===== src/hdl/sha256_pkg.sv =====
package sha256_pkg;

  // ------------------------------
  // widths and types
  localparam int WORD_W     = 32;           // bus and message word
  localparam int ADDR_W     = 20;           // decoded address bits
  localparam int FIFO_DEPTH = 32;           // words
  localparam int FIFO_CNT_W = 6;            // holds 0 .. FIFO_DEPTH
  localparam int SHA_ROUNDS = 64;
  localparam int BLOCK_WORDS = 16;          // 512 bit block

  typedef logic [WORD_W-1:0]     word_t;
  typedef logic [8*WORD_W-1:0]   digest_t;  // H0 in the top word
  typedef logic [FIFO_CNT_W-1:0] fifo_cnt_t;

  // ------------------------------
  // register map
  localparam logic [ADDR_W-1:0] REG_CTRL         = 20'h00000;
  localparam logic [ADDR_W-1:0] REG_STATUS       = 20'h00004;
  localparam logic [ADDR_W-1:0] REG_VERSION      = 20'h0000C;
  localparam logic [ADDR_W-1:0] REG_SHA_CTRL     = 20'h00100;
  localparam logic [ADDR_W-1:0] REG_SHA_STATUS   = 20'h00104;
  localparam logic [ADDR_W-1:0] REG_SHA_PUSH     = 20'h0010C;  // write only
  localparam logic [ADDR_W-1:0] REG_SHA_HASH_H7  = 20'h00110;  // least significant word
  localparam logic [ADDR_W-1:0] REG_SHA_HASH_H6  = 20'h00114;
  localparam logic [ADDR_W-1:0] REG_SHA_HASH_H5  = 20'h00118;
  localparam logic [ADDR_W-1:0] REG_SHA_HASH_H4  = 20'h0011C;
  localparam logic [ADDR_W-1:0] REG_SHA_HASH_H3  = 20'h00120;
  localparam logic [ADDR_W-1:0] REG_SHA_HASH_H2  = 20'h00124;
  localparam logic [ADDR_W-1:0] REG_SHA_HASH_H1  = 20'h00128;
  localparam logic [ADDR_W-1:0] REG_SHA_HASH_H0  = 20'h0012C;  // most significant word
  localparam logic [ADDR_W-1:0] REG_SHA_FIFO_CNT = 20'h00130;

  // control and status bits
  localparam int CTRL_ENABLE     = 0;
  localparam int SHA_CTRL_ENABLE = 0;
  localparam int SHA_CTRL_RESET  = 1;       // self clearing
  localparam word_t SHA_CTRL_ONESHOT_MASK = 32'h0000_0002;

  localparam int STAT_RDY         = 0;
  localparam int STAT_HASH_VALID  = 1;
  localparam int STAT_FIFO_EMPTY  = 4;
  localparam int STAT_FIFO_M1FULL = 5;
  localparam int STAT_FIFO_FULL   = 6;
  localparam int STAT_X11_ACT     = 0;      // top status word
  localparam int STAT_SHA_ACT     = 4;

  localparam word_t BUILD_DATE = 32'h26011001;  // yymmddss

  // ------------------------------
  // sha-256 constants, index 0 first
  localparam logic [0:SHA_ROUNDS-1][WORD_W-1:0] SHA_K = {
    32'h428a2f98, 32'h71374491, 32'hb5c0fbcf, 32'he9b5dba5,
    32'h3956c25b, 32'h59f111f1, 32'h923f82a4, 32'hab1c5ed5,
    32'hd807aa98, 32'h12835b01, 32'h243185be, 32'h550c7dc3,
    32'h72be5d74, 32'h80deb1fe, 32'h9bdc06a7, 32'hc19bf174,
    32'he49b69c1, 32'hefbe4786, 32'h0fc19dc6, 32'h240ca1cc,
    32'h2de92c6f, 32'h4a7484aa, 32'h5cb0a9dc, 32'h76f988da,
    32'h983e5152, 32'ha831c66d, 32'hb00327c8, 32'hbf597fc7,
    32'hc6e00bf3, 32'hd5a79147, 32'h06ca6351, 32'h14292967,
    32'h27b70a85, 32'h2e1b2138, 32'h4d2c6dfc, 32'h53380d13,
    32'h650a7354, 32'h766a0abb, 32'h81c2c92e, 32'h92722c85,
    32'ha2bfe8a1, 32'ha81a664b, 32'hc24b8b70, 32'hc76c51a3,
    32'hd192e819, 32'hd6990624, 32'hf40e3585, 32'h106aa070,
    32'h19a4c116, 32'h1e376c08, 32'h2748774c, 32'h34b0bcb5,
    32'h391c0cb3, 32'h4ed8aa4a, 32'h5b9cca4f, 32'h682e6ff3,
    32'h748f82ee, 32'h78a5636f, 32'h84c87814, 32'h8cc70208,
    32'h90befffa, 32'ha4506ceb, 32'hbef9a3f7, 32'hc67178f2
  };

  localparam digest_t SHA_H_INIT = {
    32'h6a09e667, 32'hbb67ae85, 32'h3c6ef372, 32'ha54ff53a,
    32'h510e527f, 32'h9b05688c, 32'h1f83d9ab, 32'h5be0cd19
  };

  // rotate right, used by schedule and compression
  function automatic word_t rotr(input word_t x, input int unsigned n);
    return (x >> n) | (x << (WORD_W - n));
  endfunction

endpackage


===== src/hdl/sha256_accel_top.sv =====
module sha256_accel_top (
  input  logic                          sha256_clk,
  input  logic                          bus_rstn,
  input  logic [sha256_pkg::ADDR_W-1:0] sys_addr_i,
  input  sha256_pkg::word_t             sys_wdata_i,
  input  logic                          sys_wen_i,
  input  logic                          sys_ren_i,
  output sha256_pkg::word_t             sys_rdata_o,
  output logic                          sys_ack_o,
  output logic                          sys_err_o,
  output logic                          x11_activated_o
);

  logic                  sha_rstn;     // engine side reset
  logic                  push_en;
  sha256_pkg::word_t     push_data;
  logic                  fifo_full, fifo_m1full, fifo_empty;
  sha256_pkg::fifo_cnt_t fifo_cnt;
  logic                  fifo_rd_en, fifo_rd_vld;
  sha256_pkg::word_t     fifo_rd_data;
  logic                  eng_rdy, hash_valid;
  sha256_pkg::digest_t   digest;

  sha256_bus_regs i_bus_regs (
    .sha256_clk      (sha256_clk),
    .bus_rstn        (bus_rstn),
    .sys_addr_i      (sys_addr_i),
    .sys_wdata_i     (sys_wdata_i),
    .sys_wen_i       (sys_wen_i),
    .sys_ren_i       (sys_ren_i),
    .eng_rdy_i       (eng_rdy),
    .hash_valid_i    (hash_valid),
    .digest_i        (digest),
    .fifo_full_i     (fifo_full),
    .fifo_m1full_i   (fifo_m1full),
    .fifo_empty_i    (fifo_empty),
    .fifo_cnt_i      (fifo_cnt),
    .sys_rdata_o     (sys_rdata_o),
    .sys_ack_o       (sys_ack_o),
    .sys_err_o       (sys_err_o),
    .x11_activated_o (x11_activated_o),
    .sha_rstn_o      (sha_rstn),
    .push_en_o       (push_en),
    .push_data_o     (push_data)
  );

  // ------------------------------
  // message path: bus push -> fifo -> engine
  sha256_word_fifo i_word_fifo (
    .sha256_clk (sha256_clk),
    .rstn_i     (sha_rstn),
    .wr_en_i    (push_en),
    .wr_data_i  (push_data),
    .rd_en_i    (fifo_rd_en),
    .rd_data_o  (fifo_rd_data),
    .rd_vld_o   (fifo_rd_vld),
    .full_o     (fifo_full),
    .m1full_o   (fifo_m1full),
    .empty_o    (fifo_empty),
    .count_o    (fifo_cnt)
  );

  sha256_engine i_engine (
    .sha256_clk     (sha256_clk),
    .rstn_i         (sha_rstn),
    .fifo_empty_i   (fifo_empty),
    .fifo_rd_en_o   (fifo_rd_en),
    .fifo_rd_vld_i  (fifo_rd_vld),
    .fifo_rd_data_i (fifo_rd_data),
    .rdy_o          (eng_rdy),
    .hash_valid_o   (hash_valid),
    .digest_o       (digest)
  );

endmodule


===== src/hdl/sha256_bus_regs.sv =====
module sha256_bus_regs (
  input  logic                            sha256_clk,
  input  logic                            bus_rstn,
  input  logic [sha256_pkg::ADDR_W-1:0]   sys_addr_i,
  input  sha256_pkg::word_t               sys_wdata_i,
  input  logic                            sys_wen_i,
  input  logic                            sys_ren_i,
  input  logic                            eng_rdy_i,
  input  logic                            hash_valid_i,
  input  sha256_pkg::digest_t             digest_i,
  input  logic                            fifo_full_i,
  input  logic                            fifo_m1full_i,
  input  logic                            fifo_empty_i,
  input  sha256_pkg::fifo_cnt_t           fifo_cnt_i,
  output sha256_pkg::word_t               sys_rdata_o,
  output logic                            sys_ack_o,
  output logic                            sys_err_o,
  output logic                            x11_activated_o,
  output logic                            sha_rstn_o,
  output logic                            push_en_o,
  output sha256_pkg::word_t               push_data_o
);

  sha256_pkg::word_t             ctrl_q;       // top control
  sha256_pkg::word_t             sha_ctrl_q;   // engine control with one-shot bit 1
  sha256_pkg::word_t             hash_q [8];   // [0] is H7 at the lowest offset
  logic                          hash_valid_d;
  sha256_pkg::word_t             top_status;
  sha256_pkg::word_t             sha_status;
  sha256_pkg::word_t             rd_mux;
  logic [sha256_pkg::ADDR_W-1:0] hash_off;     // byte offset into hash window

  assign x11_activated_o = ctrl_q[sha256_pkg::CTRL_ENABLE];

  // engine side held in reset unless both enables set, and for one cycle per RESET write
  assign sha_rstn_o = x11_activated_o & sha_ctrl_q[sha256_pkg::SHA_CTRL_ENABLE]
                      & ~sha_ctrl_q[sha256_pkg::SHA_CTRL_RESET];

  // ------------------------------
  // register writes
  always_ff @(posedge sha256_clk) begin
    if (!bus_rstn) begin
      ctrl_q     <= '0;
      sha_ctrl_q <= '0;
      push_en_o  <= 1'b0;
    end else begin
      sha_ctrl_q <= sha_ctrl_q & ~sha256_pkg::SHA_CTRL_ONESHOT_MASK;  // drop one-shots
      push_en_o  <= 1'b0;
      if (sys_wen_i) begin
        case (sys_addr_i)
          sha256_pkg::REG_CTRL:     ctrl_q     <= sys_wdata_i;
          sha256_pkg::REG_SHA_CTRL: sha_ctrl_q <= sys_wdata_i;
          sha256_pkg::REG_SHA_PUSH: push_en_o  <= 1'b1;           // one word into fifo
          default: ;
        endcase
      end
    end
  end

  always_ff @(posedge sha256_clk) begin
    if (sys_wen_i && sys_addr_i == sha256_pkg::REG_SHA_PUSH)
      push_data_o <= sys_wdata_i;
  end

  // ------------------------------
  // digest capture on rising hash_valid
  always_ff @(posedge sha256_clk) begin
    if (!sha_rstn_o) begin
      hash_valid_d <= 1'b0;
      for (int i = 0; i < 8; i++)
        hash_q[i] <= '0;
    end else begin
      hash_valid_d <= hash_valid_i;
      if (hash_valid_i && !hash_valid_d) begin
        for (int i = 0; i < 8; i++)
          hash_q[i] <= digest_i[i*sha256_pkg::WORD_W +: sha256_pkg::WORD_W];  // H7 lowest
      end
    end
  end

  // ------------------------------
  // status words and read mux
  always_comb begin
    top_status = '0;
    top_status[sha256_pkg::STAT_X11_ACT] = x11_activated_o;
    top_status[sha256_pkg::STAT_SHA_ACT] = sha_rstn_o;
    sha_status = '0;
    sha_status[sha256_pkg::STAT_RDY]         = eng_rdy_i;
    sha_status[sha256_pkg::STAT_HASH_VALID]  = hash_valid_i;
    sha_status[sha256_pkg::STAT_FIFO_EMPTY]  = fifo_empty_i;
    sha_status[sha256_pkg::STAT_FIFO_M1FULL] = fifo_m1full_i;
    sha_status[sha256_pkg::STAT_FIFO_FULL]   = fifo_full_i;
  end

  always_comb begin
    hash_off = sys_addr_i - sha256_pkg::REG_SHA_HASH_H7;  // wraps large below H7
    rd_mux   = '0;                                        // unmapped reads zero
    case (sys_addr_i)
      sha256_pkg::REG_CTRL:         rd_mux = ctrl_q;
      sha256_pkg::REG_STATUS:       rd_mux = top_status;
      sha256_pkg::REG_VERSION:      rd_mux = sha256_pkg::BUILD_DATE;
      sha256_pkg::REG_SHA_CTRL:     rd_mux = sha_ctrl_q;
      sha256_pkg::REG_SHA_STATUS:   rd_mux = sha_status;
      sha256_pkg::REG_SHA_FIFO_CNT: rd_mux = sha256_pkg::word_t'(fifo_cnt_i);
      default: begin
        if (hash_off < 32 && sys_addr_i[1:0] == 2'b00)
          rd_mux = hash_q[hash_off[4:2]];
      end
    endcase
  end

  // one-cycle acknowledge and err held low
  always_ff @(posedge sha256_clk) begin
    if (!bus_rstn) begin
      sys_ack_o   <= 1'b0;
      sys_err_o   <= 1'b0;
      sys_rdata_o <= '0;
    end else begin
      sys_ack_o   <= sys_wen_i | sys_ren_i;
      sys_err_o   <= 1'b0;
      sys_rdata_o <= sys_ren_i ? rd_mux : '0;
    end
  end

  // a lone strobe gets exactly one ack cycle
  a_ack_single: assert property (@(posedge sha256_clk) disable iff (!bus_rstn)
    (sys_wen_i || sys_ren_i) ##1 !(sys_wen_i || sys_ren_i) |-> sys_ack_o ##1 !sys_ack_o);

endmodule


===== src/hdl/sha256_engine.sv =====
module sha256_engine (
  input  logic                sha256_clk,
  input  logic                rstn_i,
  input  logic                fifo_empty_i,
  output logic                fifo_rd_en_o,
  input  logic                fifo_rd_vld_i,
  input  sha256_pkg::word_t   fifo_rd_data_i,
  output logic                rdy_o,
  output logic                hash_valid_o,
  output sha256_pkg::digest_t digest_o
);

  typedef enum logic [2:0] {S_IDLE, S_LOAD, S_ROUND, S_ADD, S_DONE} state_t;

  state_t              state;
  sha256_pkg::word_t   a, b, c, d, e, f, g, h;   // working variables
  sha256_pkg::digest_t h_q;                      // chaining value
  sha256_pkg::digest_t vars;
  sha256_pkg::word_t   w;
  sha256_pkg::word_t   t1, t2, bs0, bs1, ch, maj;
  logic [4:0]          pop_cnt;                  // words requested this block
  logic [4:0]          rcv_cnt;                  // words received
  logic [5:0]          round;
  logic                last_word;

  assign fifo_rd_en_o = state == S_LOAD && !fifo_empty_i && pop_cnt < sha256_pkg::BLOCK_WORDS;
  assign last_word    = fifo_rd_vld_i && rcv_cnt == sha256_pkg::BLOCK_WORDS - 1;
  assign rdy_o        = state == S_IDLE;
  assign digest_o     = h_q;
  assign vars         = {a, b, c, d, e, f, g, h};  // lines up with H0..H7

  sha256_msg_sched i_msg_sched (
    .sha256_clk  (sha256_clk),
    .rstn_i      (rstn_i),
    .load_i      (state == S_LOAD && fifo_rd_vld_i),
    .load_word_i (fifo_rd_data_i),
    .shift_i     (state == S_ROUND),
    .w_o         (w)
  );

  // ------------------------------
  // round function
  always_comb begin
    bs1 = sha256_pkg::rotr(e, 6) ^ sha256_pkg::rotr(e, 11) ^ sha256_pkg::rotr(e, 25);
    ch  = (e & f) ^ (~e & g);
    t1  = h + bs1 + ch + sha256_pkg::SHA_K[round] + w;
    bs0 = sha256_pkg::rotr(a, 2) ^ sha256_pkg::rotr(a, 13) ^ sha256_pkg::rotr(a, 22);
    maj = (a & b) ^ (a & c) ^ (b & c);
    t2  = bs0 + maj;
  end

  // ------------------------------
  // control FSM
  always_ff @(posedge sha256_clk) begin
    if (!rstn_i) begin
      state        <= S_IDLE;
      hash_valid_o <= 1'b0;
      pop_cnt      <= '0;
      rcv_cnt      <= '0;
      round        <= '0;
    end else begin
      case (state)
        S_IDLE: if (!fifo_empty_i) begin          // new message
          state        <= S_LOAD;
          hash_valid_o <= 1'b0;
          pop_cnt      <= '0;
          rcv_cnt      <= '0;
        end
        S_LOAD: begin                              // stalls while fifo runs dry
          if (fifo_rd_en_o)
            pop_cnt <= pop_cnt + 1'b1;
          if (fifo_rd_vld_i)
            rcv_cnt <= rcv_cnt + 1'b1;
          if (last_word) begin
            state <= S_ROUND;
            round <= '0;
          end
        end
        S_ROUND: begin
          round <= round + 1'b1;
          if (round == sha256_pkg::SHA_ROUNDS - 1)
            state <= S_ADD;
        end
        S_ADD: begin                               // block boundary where empty fifo ends message
          pop_cnt <= '0;
          rcv_cnt <= '0;
          state   <= fifo_empty_i ? S_DONE : S_LOAD;
        end
        S_DONE: begin
          hash_valid_o <= 1'b1;
          state        <= S_IDLE;
        end
        default: state <= S_IDLE;
      endcase
    end
  end

  // datapath
  always_ff @(posedge sha256_clk) begin
    case (state)
      S_IDLE: if (!fifo_empty_i) h_q <= sha256_pkg::SHA_H_INIT;
      S_LOAD: if (last_word) {a, b, c, d, e, f, g, h} <= h_q;
      S_ROUND: begin
        h <= g;
        g <= f;
        f <= e;
        e <= d + t1;
        d <= c;
        c <= b;
        b <= a;
        a <= t1 + t2;
      end
      S_ADD: begin
        for (int i = 0; i < 8; i++)
          h_q[i*32 +: 32] <= h_q[i*32 +: 32] + vars[i*32 +: 32];
      end
      default: ;
    endcase
  end

  // digest flag only stands while the FSM idles
  a_idle_flag: assert property (@(posedge sha256_clk) disable iff (!rstn_i)
    hash_valid_o |-> rdy_o);

endmodule


===== src/hdl/sha256_msg_sched.sv =====
module sha256_msg_sched (
  input  logic              sha256_clk,
  input  logic              rstn_i,
  input  logic              load_i,       // block word arriving
  input  sha256_pkg::word_t load_word_i,
  input  logic              shift_i,      // one round done
  output sha256_pkg::word_t w_o
);

  sha256_pkg::word_t win [sha256_pkg::BLOCK_WORDS];  // win[0] is W of this round
  sha256_pkg::word_t ssig0;
  sha256_pkg::word_t ssig1;
  sha256_pkg::word_t nxt;

  // W[t+16] = s1(W[t+14]) + W[t+9] + s0(W[t+1]) + W[t]
  always_comb begin
    ssig0 = sha256_pkg::rotr(win[1], 7) ^ sha256_pkg::rotr(win[1], 18) ^ (win[1] >> 3);
    ssig1 = sha256_pkg::rotr(win[14], 17) ^ sha256_pkg::rotr(win[14], 19) ^ (win[14] >> 10);
    nxt   = load_i ? load_word_i : ssig1 + win[9] + ssig0 + win[0];
  end

  // load and rounds both slide the window by one word
  always_ff @(posedge sha256_clk) begin
    if (!rstn_i) begin
      for (int i = 0; i < sha256_pkg::BLOCK_WORDS; i++)
        win[i] <= '0;
    end else if (load_i || shift_i) begin
      for (int i = 0; i < sha256_pkg::BLOCK_WORDS - 1; i++)
        win[i] <= win[i+1];
      win[sha256_pkg::BLOCK_WORDS-1] <= nxt;
    end
  end

  assign w_o = win[0];

endmodule


===== src/hdl/sha256_word_fifo.sv =====
module sha256_word_fifo (
  input  logic                  sha256_clk,
  input  logic                  rstn_i,
  input  logic                  wr_en_i,
  input  sha256_pkg::word_t     wr_data_i,
  input  logic                  rd_en_i,
  output sha256_pkg::word_t     rd_data_o,
  output logic                  rd_vld_o,
  output logic                  full_o,
  output logic                  m1full_o,
  output logic                  empty_o,
  output sha256_pkg::fifo_cnt_t count_o
);

  sha256_pkg::word_t                  mem [sha256_pkg::FIFO_DEPTH];
  logic [sha256_pkg::FIFO_CNT_W-2:0]  wr_ptr;   // wraps at FIFO_DEPTH
  logic [sha256_pkg::FIFO_CNT_W-2:0]  rd_ptr;
  logic                               do_wr;
  logic                               do_rd;

  assign do_wr    = wr_en_i & ~full_o;          // push while full is lost
  assign do_rd    = rd_en_i & ~empty_o;
  assign full_o   = count_o == sha256_pkg::FIFO_DEPTH;
  assign m1full_o = count_o >= sha256_pkg::FIFO_DEPTH - 1;  // room for one more
  assign empty_o  = count_o == '0;

  // ------------------------------
  // pointers and fill level
  always_ff @(posedge sha256_clk) begin
    if (!rstn_i) begin
      wr_ptr   <= '0;
      rd_ptr   <= '0;
      count_o  <= '0;
      rd_vld_o <= 1'b0;
    end else begin
      rd_vld_o <= do_rd;                        // data one cycle after pop
      if (do_wr)
        wr_ptr <= wr_ptr + 1'b1;
      if (do_rd)
        rd_ptr <= rd_ptr + 1'b1;
      case ({do_wr, do_rd})
        2'b10:   count_o <= count_o + 1'b1;
        2'b01:   count_o <= count_o - 1'b1;
        default: ;
      endcase
    end
  end

  // storage and registered read port
  always_ff @(posedge sha256_clk) begin
    if (do_wr)
      mem[wr_ptr] <= wr_data_i;
    if (do_rd)
      rd_data_o <= mem[rd_ptr];
  end

  // engine only pops what it saw as available
  a_no_pop_empty: assert property (@(posedge sha256_clk) disable iff (!rstn_i)
    rd_en_i |-> !empty_o);

endmodule

===== config.mk =====
export PLATFORM = sky130hd
export DESIGN_NAME = sha256_accel_top
export DESIGN_NICKNAME = d
export VERILOG_FILES = /design/src/hdl/sha256_pkg.sv /design/src/hdl/sha256_accel_top.sv /design/src/hdl/sha256_bus_regs.sv /design/src/hdl/sha256_engine.sv /design/src/hdl/sha256_msg_sched.sv /design/src/hdl/sha256_word_fifo.sv
export SDC_FILE = /design/constraint.sdc
export NUM_CORES = 2
export LEC_CHECK = 0
export ABC_CLOCK_PERIOD_IN_PS = 18500
export BUFFER_PORTS_ARGS = -buffer_cell sky130_fd_sc_hd__buf_4
export CAP_MARGIN = 25
export CORE_ASPECT_RATIO = 1.2
export CORE_MARGIN = 2
export CORE_UTILIZATION = 60
export CTS_BUF_LIST = sky130_fd_sc_hd__clkbuf_8
export CTS_CLUSTER_DIAMETER = 30
export CTS_CLUSTER_SIZE = 14
export DETAILED_ROUTE_END_ITERATION = 8
export PLACE_DENSITY = 0.84
export SLEW_MARGIN = 20
export SYNTH_ARGS = -nofsm -noshare
export SYNTH_HDL_FRONTEND = slang
export SYNTH_SLANG_ARGS = --single-unit
export TNS_END_PERCENT = 1

===== constraint.sdc =====
create_clock -name sha256_clk -period 18.5 [get_ports sha256_clk]
set_input_delay 3.7 -clock sha256_clk [delete_from_list [all_inputs] [get_ports sha256_clk]]
set_output_delay 3.7 -clock sha256_clk [all_outputs]
set_load 0.05 [all_outputs]

==> flow_metrics.tcl <==
set metrics [dict create \
    antenna_left 0 \
    maxSlewHeadroom_pct 13.46 \
    ctsHoldBuffers 0 \
    placed_cells 11680 \
    synth_edf_count 2368 \
    hold_path.class "register to register" \
    crit_path_max_incr_delay_ns 0.75 \
    status "completed" \
    synthCells 9271 \
    synth_cell_types 96 \
    cts_max_level 5 \
    slew_viol_final 0 \
    critPathCaptureType "register" \
    dieArea_mm2 0.2098 \
    finalHoldViolations 0 \
    setup_tns_ns 0 \
    p_leak_nw 51.23 \
    antenna_found_initial 25 \
    layout-drive-gt1-share_pct 14.54 \
    synth_area_mm2 0.1237 \
    rsz0062_at_grt "false" \
    max_freq_mhz 91.63 \
    clk_latency_ns 1.17 \
    cts_buffer_depth 4 \
    track_usage_pct 35.69 \
    total_power_mw 11.67 \
    clock_skew_ns 0.1653 \
    critical_path_peak_fanout 27 \
    synth_nets 9933 \
    cts_buffers 411 \
    cp_common_cell "fa_1" \
    drc 0 \
    setup_viol 0 \
    clkSinkCount 2504 \
    start_util_pct 60.34 \
    p_per_area_mw_per_mm2 85.34 \
    clk_pin_slew_ns 0.06 \
    ir_worst_vdd_mv 0.08884 \
    cp.required_ns 19.30 \
    cts_setup_buffers 0 \
    die-width_um 418.4 \
    globalplace.congestion 1.079 \
    drt_wl_total_um 373600 \
    port-buffer-count 89 \
    async_flop_share_pct 0 \
    start_kind "register" \
    pre_cts_ws_ns 7.825 \
    holdWs_ns 0.4691 \
    final_cells 12440 \
    timing_worst_setup_path_type "register to register" \
    areaGrowthSynthToFinish_pct 10.55 \
    grt_pass1_wl_um 543300 \
    cts_resized 0 \
    drt-initial-drc-count 12260 \
    routed_via_density 6.590 \
    core_area_mm2 0.2049 \
    final_common_cell "edfxtp_1" \
    routedWlPerCell_um 30.03 \
    grt_max_degree 321 \
    final_cell_mix "2,368 x edfxtp_1, 1,247 x nand2_1, 752 x and2_1" \
    grt_pass1_vias 81460 \
    critical-path-slowest-cell "ha_1" \
    setup_slack_ns 7.586 \
    fin_crit_sh_pct 58.99 \
    ys_ff_latch 2504 \
    firstDrtPassIters 9 \
    tightestPinTransition_ns 1.298 \
    drv_cap 0 \
    ios 91 \
    cts_tree "yes" \
    ys_seq_area_share_pct 59.70 \
    rows 182 \
    period_minus_slack_ns 10.91 \
    cts_root_buf "clkbuf_8" \
    gr-total-overflow 0 \
    vias 82000 \
    arrival_ns 11.71 \
    fin_nets 10090 \
    yosysWarnings 0 \
    hpwlAfterDp_um 240800 \
    synth_ff_type "edfxtp_1" \
    avgSynthCellArea_um2 13.34 \
    dieHeight_um 501.3 \
]
[routing by layer]
metal	vias up	GRT usage (%)	wire length, um
met2	6256	54.67	170700
met1	40060	44.86	126100
met3	1341	9.061	46410
met5	-	0	126
met4	20	24.57	30220
li1	34330	-	-
[power breakdown]
| part | switching (mW) | internal [mW] | total (mW) |
|---|---|---|---|
| registers | 0.0000341 | 6.10 | 6.10 |
| clock network | 2.52 | 2.99 | 5.51 |
| logic | 0.0374 | 0.0175 | 0.0548 |
[sequential cells by signal, summed over array words and instances, names as in the netlist, 5 cells and up]
| register | count |
|---|---|
| i_engine.f | 32 |
| i_engine.c | 32 |
| i_word_fifo.wr_ptr | 5 |
| i_word_fifo.rd_ptr | 5 |
| i_word_fifo.rd_data_o | 32 |
| i_engine.digest_o | 256 |
| i_engine.round | 6 |
| i_engine.rcv_cnt | 5 |
| i_bus_regs.push_data_o | 32 |
| i_bus_regs.hash_q | 256 |
| i_engine.b | 32 |
| i_bus_regs.ctrl_q | 32 |
| i_engine.i_msg_sched.win | 512 |
| i_bus_regs.sha_ctrl_q | 32 |
| i_bus_regs.sys_rdata_o | 32 |
| i_engine.h | 32 |
| i_engine.pop_cnt | 5 |
| i_engine.a | 32 |
| i_word_fifo.mem | 1024 |
| i_word_fifo.count_o | 6 |
| i_engine.e | 32 |
| i_engine.g | 32 |
| i_engine.d | 32 |
[cells in the mapped netlist, types with 14 or more instances]
| library cell | count | share of area (%) |
|---|---|---|
| a211o_1 | 14 | 0.099 |
| a211oi_1 | 48 | 0.29 |
| a21boi_0 | 77 | 0.47 |
| a21o_1 | 161 | 0.98 |
| a21oi_1 | 408 | 1.7 |
| a222oi_1 | 25 | 0.20 |
| a22oi_1 | 17 | 0.10 |
| a31o_2 | 14 | 0.099 |
| a31oi_1 | 62 | 0.31 |
| and2_1 | 752 | 3.8 |
| and3_1 | 29 | 0.15 |
| buf_1 | 59 | 0.18 |
| clkbuf_1 | 396 | 1.2 |
| dfxtp_1 | 136 | 2.2 |
| edfxtp_1 | 2368 | 58 |
| fa_1 | 196 | 3.2 |
| ha_1 | 410 | 4.1 |
| inv_1 | 292 | 0.89 |
| maj3_1 | 27 | 0.22 |
| mux2_2 | 40 | 0.36 |
| mux2i_1 | 35 | 0.28 |
| mux4_2 | 391 | 7.1 |
| nand2_1 | 1248 | 3.8 |
| nand2b_1 | 85 | 0.43 |
| nand3_1 | 87 | 0.35 |
| nand4_1 | 27 | 0.14 |
| nor2_1 | 415 | 1.3 |
| nor2b_1 | 53 | 0.27 |
| nor3_1 | 92 | 0.37 |
| o211ai_1 | 33 | 0.20 |
| o21a_1 | 68 | 0.41 |
| o21ai_0 | 327 | 1.3 |
| o21bai_1 | 37 | 0.22 |
| o31ai_1 | 31 | 0.19 |
| or2_2 | 14 | 0.071 |
| or3_1 | 32 | 0.16 |
| xnor2_1 | 392 | 2.8 |
| xor2_1 | 187 | 1.3 |
[layout make-up]
type	instances	area, um^2
clock inverters	324	3441
repair buffers	202	1750
flip-flops and latches	2504	73860
inverters	298	1134
diodes	10	25.02
well taps	2668	3338
clock buffers	424	5836
fillers	13290	68240
multi-input cells	6012	47330
[per-stage QoR]
stage                     util, %  instance area, um^2
after global placement      62.06               127200
after detailed placement    62.11               127300
after CTS                   66.64               136600
after global routing        66.70               136700
after floorplan                 -               123700
final                       66.70               136700
[critical path: cells and delay by family, from the launching register on]
family          cells  cell delay (ns)
compound gates     17             3.67
xor+xnor            3             0.72
simple gates        4             0.94
flops               1             0.30
mux                 1             0.56
buf+inv             5             1.01
fa+ha+maj           7             3.39
[worst paths after layout]
path	startpoint	to	slack, ns	depth (start not counted)
setup / recovery	i_engine.round[0]	i_engine.a[31]	7.59	37
hold / removal	i_bus_regs.ctrl_q[7]	i_bus_regs.ctrl_q[7]	0.47	2
setup reg to reg	i_engine.round[0]	i_engine.a[31]	7.59	37
hold reg to reg	i_bus_regs.ctrl_q[7]	i_bus_regs.ctrl_q[7]	0.47	2
[kinds of logic (layout without fill, tap and decap cells)]
family                     Yosys count  in the layout  synth area share, %
and+or+nand+nor                   2886           2886                11.12
DFF                               2504           2504                59.70
AOI/OAI and AO/OA                 1447           1447                7.470
buffers and inverters              755           1248                2.296
adders and majority gates          633            633                7.540
xor gates and xnor gates           579            579                4.101
muxes                              466            466                7.768
other                                1             11             0.003032
Power figures use the tool's default switching activity.
